$ cat config.mk
export PLATFORM = sky130hd
export DESIGN_NAME = vga_pipeline_top
export DESIGN_NICKNAME = d
export VERILOG_FILES = /design/src/vga_timing_pkg.sv /design/src/vga_color_pkg.sv /design/src/pixel_delay.sv /design/src/vga_timing.sv /design/src/draw_background.sv /design/src/draw_rect.sv /design/src/vga_pipeline_top.sv
export VERILOG_INCLUDE_DIRS = /design/src
export SDC_FILE = /design/constraint.sdc
export NUM_CORES = 1
export LEC_CHECK = 0
export BUFFER_PORTS_ARGS = -buffer_cell sky130_fd_sc_hd__buf_2
export CELL_PAD_IN_SITES_DETAIL_PLACEMENT = 2
export CELL_PAD_IN_SITES_GLOBAL_PLACEMENT = 2
export CORE_ASPECT_RATIO = 1.2
export CORE_MARGIN = 3
export CORE_UTILIZATION = 47
export CTS_BUF_LIST = sky130_fd_sc_hd__clkbuf_16
export DETAILED_ROUTE_END_ITERATION = 12
export MAX_ROUTING_LAYER = met4
export PLACE_DENSITY_LB_ADDON = 0.1
export SETUP_SLACK_MARGIN = 0.4
export SLEW_MARGIN = 25
export SYNTH_ARGS = -nofsm -noshare
export SYNTH_HDL_FRONTEND = slang
export SYNTH_HIERARCHICAL = 1
export SYNTH_SLANG_ARGS = --single-unit
$ cat constraint.sdc
create_clock -name pclk -period 5.3 [get_ports pclk]
set_input_delay 0.795 -clock pclk [delete_from_list [all_inputs] [get_ports pclk]]
set_output_delay 0.795 -clock pclk [all_outputs]
set_load 0.01 [all_outputs]
$ cat src/vga_defines.svh
// XGA 1024x768 timing, 1344x806 total, at an external pixel clock
// sync pulses are active high here, unlike the standard negative polarity
// values are plain macros and carry no width of their own

`ifndef VGA_DEFINES_SVH
`define VGA_DEFINES_SVH

// horizontal timing in pixels
`define H_ACTIVE 1024
`define H_FRONT 24
`define H_SYNC 136
`define H_TOTAL 1344

// vertical timing in lines
`define V_ACTIVE 768
`define V_FRONT 3
`define V_SYNC 6
`define V_TOTAL 806

// width of hcount and vcount, enough for H_TOTAL
`define CNT_W 11

// overlay rectangle size in pixels
`define RECT_W 48
`define RECT_H 64

// cycles from the counter register to the output ports
`define PIPE_DEPTH 3

`endif

$ cat src/vga_timing_pkg.sv
// timing bundle that travels from stage to stage
// field order fixes the packed layout, 26 bits in all

`include "vga_defines.svh"

package vga_timing_pkg;

        // hcount and vcount sit in the upper bits
        typedef struct packed {
                logic [`CNT_W-1:0] hcount;
                logic [`CNT_W-1:0] vcount;
                logic              hsync;
                logic              hblnk;
                logic              vsync;
                logic              vblnk;
        } timing_t;

endpackage

$ cat src/vga_color_pkg.sv
// 4:4:4 colour and the registered output bundle
// rgb_t is red in [11:8], green in [7:4], blue in [3:0]

package vga_color_pkg;

        typedef logic [11:0] rgb_t;

        typedef struct packed {
                logic hs;
                logic vs;
                rgb_t rgb;
        } vga_out_t;

        localparam rgb_t COLOR_BLACK = 12'h000;
        localparam rgb_t COLOR_FRAME = 12'hfff;
        localparam rgb_t COLOR_BG    = 12'h48c;
        localparam rgb_t COLOR_RECT  = 12'hf80;

endpackage

$ cat src/pixel_delay.sv
// shift register for any packed payload, DEPTH must be at least 1
// every stage clears to all zeros on reset

`timescale 1ns/1ps

module pixel_delay #(
        parameter type payload_t = logic,
        parameter int  DEPTH     = 1
) (
        input  logic     pclk,
        input  logic     rst_n,
        input  payload_t d,
        output payload_t q
);

        payload_t stage [DEPTH];

        always_ff @(posedge pclk or negedge rst_n) begin
                if (!rst_n) begin
                        for (int i = 0; i < DEPTH; i++) begin
                                stage[i] <= '0;
                        end
                end else begin
                        stage[0] <= d;
                        for (int i = 1; i < DEPTH; i++) begin
                                stage[i] <= stage[i-1];
                        end
                end
        end

        assign q = stage[DEPTH-1];

endmodule

$ cat src/vga_timing.sv
// free-running XGA counters with sync and blanking
// sync is active high; counting restarts at (0, 0) after reset

`timescale 1ns/1ps

`include "vga_defines.svh"

module vga_timing (
        input  logic              pclk,
        input  logic              rst_n,
        output logic [`CNT_W-1:0] hcount,
        output logic [`CNT_W-1:0] vcount,
        output logic              hsync,
        output logic              hblnk,
        output logic              vsync,
        output logic              vblnk
);

        localparam logic [`CNT_W-1:0] H_LAST = `CNT_W'(`H_TOTAL - 1);
        localparam logic [`CNT_W-1:0] V_LAST = `CNT_W'(`V_TOTAL - 1);
        localparam logic [`CNT_W-1:0] H_BLNK = `CNT_W'(`H_ACTIVE);
        localparam logic [`CNT_W-1:0] V_BLNK = `CNT_W'(`V_ACTIVE);
        localparam logic [`CNT_W-1:0] HS_BEG = `CNT_W'(`H_ACTIVE + `H_FRONT);
        localparam logic [`CNT_W-1:0] HS_END = `CNT_W'(`H_ACTIVE + `H_FRONT + `H_SYNC - 1);
        localparam logic [`CNT_W-1:0] VS_BEG = `CNT_W'(`V_ACTIVE + `V_FRONT);
        localparam logic [`CNT_W-1:0] VS_END = `CNT_W'(`V_ACTIVE + `V_FRONT + `V_SYNC - 1);

        logic [`CNT_W-1:0] hcount_nxt;
        logic [`CNT_W-1:0] vcount_nxt;

        // next position, vcount moves only when the line wraps
        always_comb begin
                hcount_nxt = (hcount == H_LAST) ? '0 : hcount + 1'b1;
                vcount_nxt = vcount;
                if (hcount == H_LAST) begin
                        vcount_nxt = (vcount == V_LAST) ? '0 : vcount + 1'b1;
                end
        end

        // flags are decoded from the next count so they land with it
        always_ff @(posedge pclk or negedge rst_n) begin
                if (!rst_n) begin
                        hcount <= '0;
                        vcount <= '0;
                        hsync  <= 1'b0;
                        hblnk  <= 1'b0;
                        vsync  <= 1'b0;
                        vblnk  <= 1'b0;
                end else begin
                        hcount <= hcount_nxt;
                        vcount <= vcount_nxt;
                        hsync  <= (hcount_nxt >= HS_BEG) && (hcount_nxt <= HS_END);
                        hblnk  <= (hcount_nxt >= H_BLNK);
                        vsync  <= (vcount_nxt >= VS_BEG) && (vcount_nxt <= VS_END);
                        vblnk  <= (vcount_nxt >= V_BLNK);
                end
        end

endmodule

$ cat src/draw_background.sv
// background stage, one cycle of latency for colour and timing
// black in blanking, a one-pixel white border, fixed colour inside

`timescale 1ns/1ps

`include "vga_defines.svh"

module draw_background
        import vga_timing_pkg::*, vga_color_pkg::*;
(
        input  logic              pclk,
        input  logic              rst_n,
        input  logic [`CNT_W-1:0] hcount_in,
        input  logic [`CNT_W-1:0] vcount_in,
        input  logic              hsync_in,
        input  logic              hblnk_in,
        input  logic              vsync_in,
        input  logic              vblnk_in,
        output logic [`CNT_W-1:0] hcount_out,
        output logic [`CNT_W-1:0] vcount_out,
        output logic              hsync_out,
        output logic              hblnk_out,
        output logic              vsync_out,
        output logic              vblnk_out,
        output rgb_t              rgb_out
);

        localparam logic [`CNT_W-1:0] H_EDGE = `CNT_W'(`H_ACTIVE - 1);
        localparam logic [`CNT_W-1:0] V_EDGE = `CNT_W'(`V_ACTIVE - 1);

        timing_t t_in;
        timing_t t_out;
        rgb_t    rgb_nxt;

        assign t_in = '{hcount: hcount_in, vcount: vcount_in, hsync: hsync_in,
                        hblnk: hblnk_in, vsync: vsync_in, vblnk: vblnk_in};

        pixel_delay #(.payload_t(timing_t), .DEPTH(1)) i_timing_dly (
                .pclk  (pclk),
                .rst_n (rst_n),
                .d     (t_in),
                .q     (t_out)
        );

        always_comb begin
                if (hblnk_in || vblnk_in) begin
                        rgb_nxt = COLOR_BLACK;
                end else if (hcount_in == '0 || hcount_in == H_EDGE ||
                             vcount_in == '0 || vcount_in == V_EDGE) begin
                        rgb_nxt = COLOR_FRAME;
                end else begin
                        rgb_nxt = COLOR_BG;
                end
        end

        always_ff @(posedge pclk or negedge rst_n) begin
                if (!rst_n) begin
                        rgb_out <= COLOR_BLACK;
                end else begin
                        rgb_out <= rgb_nxt;
                end
        end

        assign hcount_out = t_out.hcount;
        assign vcount_out = t_out.vcount;
        assign hsync_out  = t_out.hsync;
        assign hblnk_out  = t_out.hblnk;
        assign vsync_out  = t_out.vsync;
        assign vblnk_out  = t_out.vblnk;

endmodule

$ cat src/draw_rect.sv
// solid rectangle overlay at (XPOS, YPOS), RECT_W by RECT_H pixels
// the rectangle must lie inside the active area, blanking is not rechecked

`timescale 1ns/1ps

`include "vga_defines.svh"

module draw_rect
        import vga_timing_pkg::*, vga_color_pkg::*;
#(
        parameter int XPOS = 128,
        parameter int YPOS = 99
) (
        input  logic              pclk,
        input  logic              rst_n,
        input  logic [`CNT_W-1:0] hcount_in,
        input  logic [`CNT_W-1:0] vcount_in,
        input  logic              hsync_in,
        input  logic              hblnk_in,
        input  logic              vsync_in,
        input  logic              vblnk_in,
        input  rgb_t              rgb_in,
        output logic [`CNT_W-1:0] hcount_out,
        output logic [`CNT_W-1:0] vcount_out,
        output logic              hsync_out,
        output logic              hblnk_out,
        output logic              vsync_out,
        output logic              vblnk_out,
        output rgb_t              rgb_out
);

        localparam logic [`CNT_W-1:0] X_BEG = `CNT_W'(XPOS);
        localparam logic [`CNT_W-1:0] X_END = `CNT_W'(XPOS + `RECT_W - 1);
        localparam logic [`CNT_W-1:0] Y_BEG = `CNT_W'(YPOS);
        localparam logic [`CNT_W-1:0] Y_END = `CNT_W'(YPOS + `RECT_H - 1);

        timing_t t_in;
        timing_t t_out;
        logic    in_rect;

        assign t_in = '{hcount: hcount_in, vcount: vcount_in, hsync: hsync_in,
                        hblnk: hblnk_in, vsync: vsync_in, vblnk: vblnk_in};

        pixel_delay #(.payload_t(timing_t), .DEPTH(1)) i_timing_dly (
                .pclk  (pclk),
                .rst_n (rst_n),
                .d     (t_in),
                .q     (t_out)
        );

        assign in_rect = (hcount_in >= X_BEG) && (hcount_in <= X_END) &&
                         (vcount_in >= Y_BEG) && (vcount_in <= Y_END);

        always_ff @(posedge pclk or negedge rst_n) begin
                if (!rst_n) begin
                        rgb_out <= COLOR_BLACK;
                end else begin
                        rgb_out <= in_rect ? COLOR_RECT : rgb_in;
                end
        end

        assign hcount_out = t_out.hcount;
        assign vcount_out = t_out.vcount;
        assign hsync_out  = t_out.hsync;
        assign hblnk_out  = t_out.hblnk;
        assign vsync_out  = t_out.vsync;
        assign vblnk_out  = t_out.vblnk;

endmodule

$ cat src/vga_pipeline_top.sv
// XGA pixel pipeline, pclk and rst_n come straight from outside
// ports show counter position (h, v) three cycles after the counters hold it

`timescale 1ns/1ps

`include "vga_defines.svh"

module vga_pipeline_top
        import vga_timing_pkg::*, vga_color_pkg::*;
#(
        parameter int XPOS = 128,
        parameter int YPOS = 99
) (
        input  logic       pclk,
        input  logic       rst_n,
        output logic       hs,
        output logic       vs,
        output logic [3:0] r,
        output logic [3:0] g,
        output logic [3:0] b
);

        logic [`CNT_W-1:0] hcount, vcount, hcount_b, vcount_b;
        logic              hsync, hblnk, vsync, vblnk;
        logic              hsync_b, hblnk_b, vsync_b, vblnk_b;
        logic              hsync_c, vsync_c;
        rgb_t              rgb_b, rgb_c;
        vga_out_t          out_d, out_q;

        vga_timing i_timing (
                .pclk   (pclk),
                .rst_n  (rst_n),
                .hcount (hcount),
                .vcount (vcount),
                .hsync  (hsync),
                .hblnk  (hblnk),
                .vsync  (vsync),
                .vblnk  (vblnk)
        );

        draw_background i_background (
                .pclk       (pclk),
                .rst_n      (rst_n),
                .hcount_in  (hcount),
                .vcount_in  (vcount),
                .hsync_in   (hsync),
                .hblnk_in   (hblnk),
                .vsync_in   (vsync),
                .vblnk_in   (vblnk),
                .hcount_out (hcount_b),
                .vcount_out (vcount_b),
                .hsync_out  (hsync_b),
                .hblnk_out  (hblnk_b),
                .vsync_out  (vsync_b),
                .vblnk_out  (vblnk_b),
                .rgb_out    (rgb_b)
        );

        // only sync and colour go on past the rectangle
        draw_rect #(.XPOS(XPOS), .YPOS(YPOS)) i_rect (
                .pclk       (pclk),
                .rst_n      (rst_n),
                .hcount_in  (hcount_b),
                .vcount_in  (vcount_b),
                .hsync_in   (hsync_b),
                .hblnk_in   (hblnk_b),
                .vsync_in   (vsync_b),
                .vblnk_in   (vblnk_b),
                .rgb_in     (rgb_b),
                .hcount_out (),
                .vcount_out (),
                .hsync_out  (hsync_c),
                .hblnk_out  (),
                .vsync_out  (vsync_c),
                .vblnk_out  (),
                .rgb_out    (rgb_c)
        );

        assign out_d = '{hs: hsync_c, vs: vsync_c, rgb: rgb_c};

        pixel_delay #(.payload_t(vga_out_t), .DEPTH(1)) i_out_reg (
                .pclk  (pclk),
                .rst_n (rst_n),
                .d     (out_d),
                .q     (out_q)
        );

        assign hs = out_q.hs;
        assign vs = out_q.vs;
        assign r  = out_q.rgb[11:8];
        assign g  = out_q.rgb[7:4];
        assign b  = out_q.rgb[3:0];

endmodule

* After elaboration in Yosys (flattened, before gate mapping) *
Index checks and enable logic that the tools add are counted.

operators by class
  equal/unequal tests = 4
  add/subtract/negate cells = 2
  $lt $le $gt $ge = 10
  reductions and logical operators = 11
  muxes and demuxes = 6

operators by type and width
  operator                                                                 number
  12-bit 2-to-1 mux                                                        3
  11-bit by 10-bit equality test with 1-bit output, second input constant  3
  11-bit 2-to-1 mux                                                        3
  11-bit by 1-bit adder with 11-bit output, second input constant          2
  11-bit by 10-bit >= comparator with 1-bit output, second input constant  2
  11-bit >= comparator, second input constant                              2
  11-bit by 8-bit <= comparator with 1-bit output, second input constant   2
  11-bit zero test                                                         2
  11-bit equality test, second input constant                              1
  11-bit by 7-bit >= comparator with 1-bit output, second input constant   1
  11-bit by 8-bit >= comparator with 1-bit output, second input constant   1
  11-bit by 10-bit <= comparator with 1-bit output, second input constant  1
  11-bit <= comparator, second input constant                              1
  1-bit logical AND                                                        5
  1-bit logical OR                                                         4

word-level totals
  logic and storage cells = 50
  output and inout port bits = 14
  bits in registers = 90
  bits of input ports = 2

* Logic depth before layout (Yosys ltp) *
Gate-level depths: netlist of run 1.

  depth after elaboration = 6
  gate-level depth with buffers = 9
  gate-level depth less buffers = 8

* Modules after synthesis *
Netlist of run 1, hierarchy kept.

by module, submodules not included
  module                                        cells an instance  instances  area an instance (um^2)  sequential area each (um^2)
  vga_timing                                    165                1          1537.7                   650.6
  pixel_delay at i_background.i_timing_dly ...  26                 2          650.6                    650.6
  draw_rect                                     35                 1          461.7                    300.3
  pixel_delay at i_out_reg                      14                 1          350.3                    350.3
  draw_background                               30                 1          240.2                    50.0

* Worst setup path after synthesis of run 1 *
No wires, ideal clock.

  kind = reg2reg
  from = register i_timing.hcount[0]
  to = register i_timing.vsync
  cell stages (with the launch flop) = 9
  setup slack = 2.983 ns
  buffers on the path = 1
  library setup time = 0.087 ns
  data required time = 5.213 ns
  arrival time = 2.230 ns
  clock period less this slack = 2.317 ns
  path through = dfrtp_1 > ha_1 > and4_1 > nand3_1 > clkbuf_1 > nor2_1 > o32a_1 > or4b_1 > a211oi_2

between the ends
  cells in the longest elaborated chain, start to end = 4
  elaborated cells between the ends (all ways) = 5
  classes of those cells = 2 x order compare; 1 x eq/ne; 1 x mux; 1 x reduce/logical

RTL lines
  what                                                                                                                  line              source
  from (decl)                                                                                                           vga_timing.sv:11  output logic [`CNT_W-1:0] hcount,
  from (signal assigned)                                                                                                vga_timing.sv:50  hcount <= hcount_nxt;
  11-bit equality test *                                                                                                vga_timing.sv:35  if (hcount == H_LAST) begin
  11-bit 2-to-1 mux *                                                                                                   vga_timing.sv:35
  11-bit by 10-bit >= comparator with 1-bit output or 11-bit by 10-bit <= comparator with 1-bit output (tied branches)  vga_timing.sv:54  vsync <= (vcount_nxt >= VS_BEG) && (vcount_nxt <= VS_END);
  1-bit logical AND *                                                                                                   vga_timing.sv:54
  to (signal assigned)                                                                                                  vga_timing.sv:54
  to (decl)                                                                                                             vga_timing.sv:15  output logic vsync,

Every way passes the cells marked *; elsewhere a longest branch is shown, timed or not.

* Worst setup path after layout of run 1 *
  from = register i_timing.hcount[6]
  to = register i_timing.vsync

The elaborated chain is that of the path after synthesis.

==> results of run 1 <==
-- placed cells by master, fill, tap and decap left out, types with 2 or more instances in the layout --
master	instances
nor2b_1	8
o31ai_1	7
ha_1	4
o21ai_0	14
clkbuf_16	9
nand2_1	11
or2_2	2
and3_1	13
and2b_1	4
nor4_1	6
or2_1	4
a22oi_1	2
dfrtp_1	76
nand4bb_1	2
xor2_1	4
a31oi_1	3
nor3_1	5
or3_1	2
nand3_1	15
a21oi_1	7
nor2_1	5
bufinv_16	3
or4b_1	3
a211oi_1	2
buf_2	14
nand4_1	6
nand3b_1	2
xnor2_1	7
nand2b_1	6
inv_1	6
-- flip-flops by register name, summed over array words and instances (netlist names) --
name	count
i_timing/hcount	11
i_out_reg/q	14
i_timing/hblnk	1
i_rect/rgb_out	12
i_timing/vblnk	1
i_timing/vcount	11
i_background/i_timing_dly/q	20
i_background/rgb_out	2
i_timing/hsync	1
i_rect/i_timing_dly/q	2
i_timing/vsync	1
-- worst max-delay path by stage --
stage,start,to,slack (ns),depth (start not counted)
floorplan,i_timing/hcount[0],i_timing/vsync,2.99,8
global placement,i_timing/vcount[6],i_timing/vsync,2.56,6
detailed placement,i_timing/hcount[6],i_timing/vsync,2.51,6
CTS,i_timing/hcount[6],i_timing/vsync,2.24,6
global route,i_timing/hcount[6],i_timing/vsync,2.06,6
finish,i_timing/hcount[6],i_timing/vsync,2.19,6
-- layout make-up --
type	count	share of cell area
Multi-Input combinational cell	162	0.307
Clock inverter	6	0.0319
Timing Repair Buffer	15	0.0220
Inverter	6	0.00638
Sequential cell	76	0.539
Clock buffer	9	0.0638
Tap cell	85	0.0301
-- where the power goes --
| group | internal [mW] | leakage, nW | switching [mW] |
|---|---|---|---|
| Sequential | 0.580 | 0.901 | 0 |
| Clock | 0.459 | 0.166 | 0.249 |
| Combinational | 0.000433 | 0.409 | 0.0107 |
-- routing by layer --
layer  GRT usage  share of wire  up-vias
li1            -              -      957
met1       0.332           0.39     1187
met5           -              0        -
met4       0.117          0.031        0
met3      0.0728          0.052       29
met2       0.479           0.52       84
-- critical path: cells and delay by family (launching register included) --
| family | cells | cell delay [ns] |
|---|---|---|
| simple gates | 4 | 2.10 |
| compound gates | 1 | 0.19 |
| xor+xnor | 1 | 0.22 |
| flops | 1 | 0.52 |
==> impl_metrics.yaml, run 1 <==
detailed_routing:
  ant_nets: 0
  routed_via_density: 6.29
  first_iter_violations: 222
  drt_first_pass_iters: 4
  drc_errors: 0
  dr_total_vias: 2257
  wl_per_cell_microns: 26.8
  drt-total-wl_mm: 9.61
setup_path:
  worstPathArrival_ns: 3.36
  cpMaxStageDelayCell: "nor4b_2"
  setup.worst_path.end_class: "flop"
  r2r_cells: 6
  rrSetupSlack_ns: 2.19
  path_cells: "nor4b_2, nand3_1, nor3_1, xnor2_1, or4b_1, a211oi_2"
  worst_r2r_endpoint: "i_timing/vsync"
  slowest_delay_ns: 0.62
  crit_required_ns: 5.55
  critPathMaxFanout: 11
  criticalPathCategory: "reg2reg"
  cp-start-kind: "flop"
  reg2reg_from: "i_timing/hcount[6]"
placement:
  dp_hpwl_mm: 5.11
  dpl_cell_area_sq_mm: 0.00319
  portBuffers: 15
  gp_congestion: 0.879
  dpl_worst_slack_ns: 2.51
  post-place-cells: 344
power:
  ir_worst_vdd_mv: 0.320
  power.density_mw_per_mm2: 368
  total_power_mw: 1.30
  p_leak_nw: 1.48
cells_and_area:
  drive_gt1_frac: 0.139
  syn2layout_area_growth_pct: 12.4
  layoutNonFillerInstCount: 359
  final-seq-area_sq_mm: 0.00190
  utilization: 0.548
  antenna_cells: 0
  layout.nets: 276
  multi_input_area_sq_mm: 0.00108
  design_area_sq_mm: 0.00353
  n_fill_cell: 595
yosys:
  ys_warn_count: 6
  synth_cells: 266
  synth.cell_area_sq_mm: 0.00314
  avgSynthCellArea_sq_um: 11.8
  synthesis.nets: 272
outcome:
  status: "finished clean"
sta:
  max_freq_mhz: 321
  holdWs_ns: 0.349
  hold_viol_final: 0
  layout_setup_ws_ns: 2.19
  grt_setup_unrepaired: "false"
  finalCriticalPeriod_ns: 3.11
  setup_viol: 0
  tightest_slew_ns: 0.945
  timing.final.crit_share: 0.587
  maxSlewHeadroom: 0.370
  final_max_slew_viol_count: 0
  clock_skew_ns: 0.00840
  tns_ns: 0
floorplan:
  row_count: 32
  die-area_sq_mm: 0.00770
  io_pins: 16
  initial_core_util: 0.487
  core-area_sq_mm: 0.00645
  die_x_microns: 80.6
  die_y_microns: 95.5
global_routing:
  antenna_found_initial: 0
  grt_pass1_vias: 2498
  overflow: 0
  grt_pass1_wl_mm: 15.1
  track_usage: 0.288
  grt_max_degree: 77
clocking:
  hold_buffers: 0
  clock_path_buffers: 2
  numCtsBuffers: 9
  cts_resized: 0
  cts_sinks: 76
  insertion_delay_ns: 0.34
  cts_tree: "built"
  cts_setup_buffers: 0
  ctsHtreeMaxLevel: 3
  cts-root-buf: "clkbuf_16"
  clkTransAtPathRegs_ns: 0.06
worst_hold_path:
  whs_path_depth: 0
  hp-start: "i_rect/rgb_out[0]"
  hold_end: "i_out_reg/q[0]"
  hold_path.class: "reg2reg"
flow_run:
  maxCapViolCount: 0
Power figures use the tool's default switching activity.
==> inputs of run 2 (changes only) <==
--- a/config.mk
+++ b/config.mk
@@ -11,7 +11,7 @@
 export CELL_PAD_IN_SITES_GLOBAL_PLACEMENT = 2
 export CORE_ASPECT_RATIO = 1.2
 export CORE_MARGIN = 3
-export CORE_UTILIZATION = 47
+export CORE_UTILIZATION = 40
 export CTS_BUF_LIST = sky130_fd_sc_hd__clkbuf_16
 export DETAILED_ROUTE_END_ITERATION = 12
 export MAX_ROUTING_LAYER = met4
==> constraint.sdc (replaced) <==
create_clock -name pclk -period 2.7 [get_ports pclk]
set_input_delay 0.405 -clock pclk [delete_from_list [all_inputs] [get_ports pclk]]
set_output_delay 0.405 -clock pclk [all_outputs]
set_load 0.01 [all_outputs]
==> run 2 against run 1 <==
Sequential share of layout area shrank 3.5 points. Non-clock buffer count grew 26. Count of clock-buffer cells in the layout is the same. Setup slack lost 1.7 ns. Register-to-register slack lost 1.7 ns. Total power grew 94%. Critical endpoint unchanged. Largest cell class unchanged. Highest routed layer unchanged.
==> impl_metrics.yaml, run 2 (synthesized netlist as in run 1, its figures left out) <==
outcome:
  status: "finished clean"
cells_and_area:
  syn2layout_area_growth_pct: 20.6
  layout_commonest_cell: "dfrtp_1"
  largest_register_ffs: 20
  layoutNonFillerInstCount: 391
  drive_gt1_frac: 0.252
  layout.nets: 303
  mostFrequentLayoutCells: "dfrtp_1 (70), buf_4 (26), nand3_1 (14), o21ai_0 (14), buf_2 (14)"
  antenna_cells: 0
setup_path:
  slowest_delay_ns: 0.56
  cp-start-kind: "flop"
  crit_required_ns: 2.94
  critPathBufInv: 0
  criticalPathCategory: "reg2reg"
  worst_r2r_endpoint: "i_timing/vsync"
  path_cells: "or4b_4, nor3_4, a31oi_1, o32a_1, or4b_1, a211oi_2"
  r2r_cells: 6
  worstPathArrival_ns: 2.47
  critPathMaxFanout: 4
  rrSetupSlack_ns: 0.47
  reg2reg_from: "i_timing/vcount[3]"
  setup.worst_path.end_class: "flop"
  path_delay_family: "simple AND/OR/NAND/NOR gates"
  cpMaxStageDelayCell: "or4b_4"
placement:
  post-place-cells: 368
  portBuffers: 15
  gp_congestion: 0.813
  dp_hpwl_mm: 5.13
power:
  p_comb_frac: 0.009
  ir_worst_vdd_mv: 0.545
  power.density_mw_per_mm2: 667
  total_power_mw: 2.53
  p_sw_mw: 0.485
  switching_share: 0.192
  p_leak_nw: 1.63
  clkPwrFrac: 0.540
  seqPwrFrac: 0.451
  p_int_mw: 2.04
floorplan:
  core-area_sq_mm: 0.00744
  initial_core_util: 0.422
  io_pins: 16
  row_count: 34
  die_y_microns: 103
  die-area_sq_mm: 0.00895
  die_x_microns: 86.9
global_routing:
  overflow: 0
  grt_max_degree: 77
  antenna_found_initial: 0
  grt_pass1_wl_mm: 13.5
  track_usage: 0.210
  grt_pass1_vias: 2415
detailed_routing:
  ant_nets: 0
  routed_via_density: 5.51
  drt_first_pass_iters: 4
  wl_per_cell_microns: 21.1
  drc_errors: 0
  drt-total-wl_mm: 8.26
  first_iter_violations: 142
  dr_total_vias: 2156
sta:
  finalCriticalPeriod_ns: 2.23
  setup_viol: 0
  tightest_slew_ns: 0.670
  holdWs_ns: 0.106
  final_max_slew_viol_count: 0
  maxSlewHeadroom: 0.554
  clock_skew_ns: 0.00537
  max_freq_mhz: 447
  hold_viol_final: 0
  grt_setup_unrepaired: "true"
  tns_ns: 0
  timing.final.crit_share: 0.828
clocking:
  insertion_delay_ns: 0.32
  clock_path_buffers: 2
  hold_buffers: 0
  ctsHtreeMaxLevel: 3
  cts_tree: "built"
  cts_sinks: 76
  clkTransAtPathRegs_ns: 0.06
  cts-root-buf: "clkbuf_16"
  numCtsBuffers: 9
flow_run:
  maxCapViolCount: 0
worst_hold_path:
  hold_path.class: "in2async"
## run 2: final cells by class
type / count / area [sq um]
repair buffers: 41 / 277
clock buffers: 9 / 225
inverters: 6 / 22.5
multi-input cells: 163 / 1130
fillers: 718 / 3660
flip-flops and latches: 76 / 1910
well taps: 90 / 113
clock inverters: 6 / 113
## run 2: how the worst max path moves through the flow
stage                             from              to  slack (ns)  depth (start not counted)
floorplan           i_timing/hcount[0]  i_timing/vsync        0.49                          8
global placement    i_timing/vcount[0]  i_timing/vsync        0.32                          7
detailed placement  i_timing/vcount[0]  i_timing/vsync        0.24                          7
CTS                 i_timing/hcount[0]  i_timing/vsync        0.44                          8
global route        i_timing/hcount[7]  i_timing/vsync        0.35                          7
finish              i_timing/vcount[3]  i_timing/vsync        0.47                          6
## run 2: worst reg2reg max path, stage by stage (launching register included)
cell      delay (ns)
dfrtp_1         0.38
or4b_4          0.56
nor3_4          0.26
a31oi_1         0.09
o32a_1          0.19
or4b_1          0.53
a211oi_2        0.15
## run 2: what timing repair did
action	CTS	global route
resized for setup	8	7
pin swaps	1	5
gates cloned	0	1
setup endpoints to repair	2	2
buffers inserted	1	6
## run 2: metrics by stage
step | setup slack, ns | utilization | cell area, sq um
finish | 0.465 | 0.509 | 3790
global route | 0.350 | 0.509 | 3790
CTS | 0.444 | 0.499 | 3710
detailed placement | 0.243 | 0.449 | 3340
global placement | 0.324 | 0.449 | 3340
floorplan | 0.487 | - | 3140
## run 2: layer usage
metal / track usage / share of wire / up-vias
li1: - / - / 1000
met1: 0.256 / 0.45 / 1123
met2: 0.350 / 0.52 / 25
met3: 0.0464 / 0.020 / 8
met4: 0.0576 / 0.0092 / 0
met5: - / 0 / -
## run 2: power groups by stage
stage	Clock (mW)	Combinational, mW	Sequential, mW
2_1_floorplan	0	0.000000438	1.16
3_3_place_gp	0	0.0234	1.16
3_5_place_dp	0	0.0240	1.16
4_1_cts	1.40	0.0237	1.14
5_1_grt	1.46	0.0273	1.14
6_report	1.36	0.0223	1.14
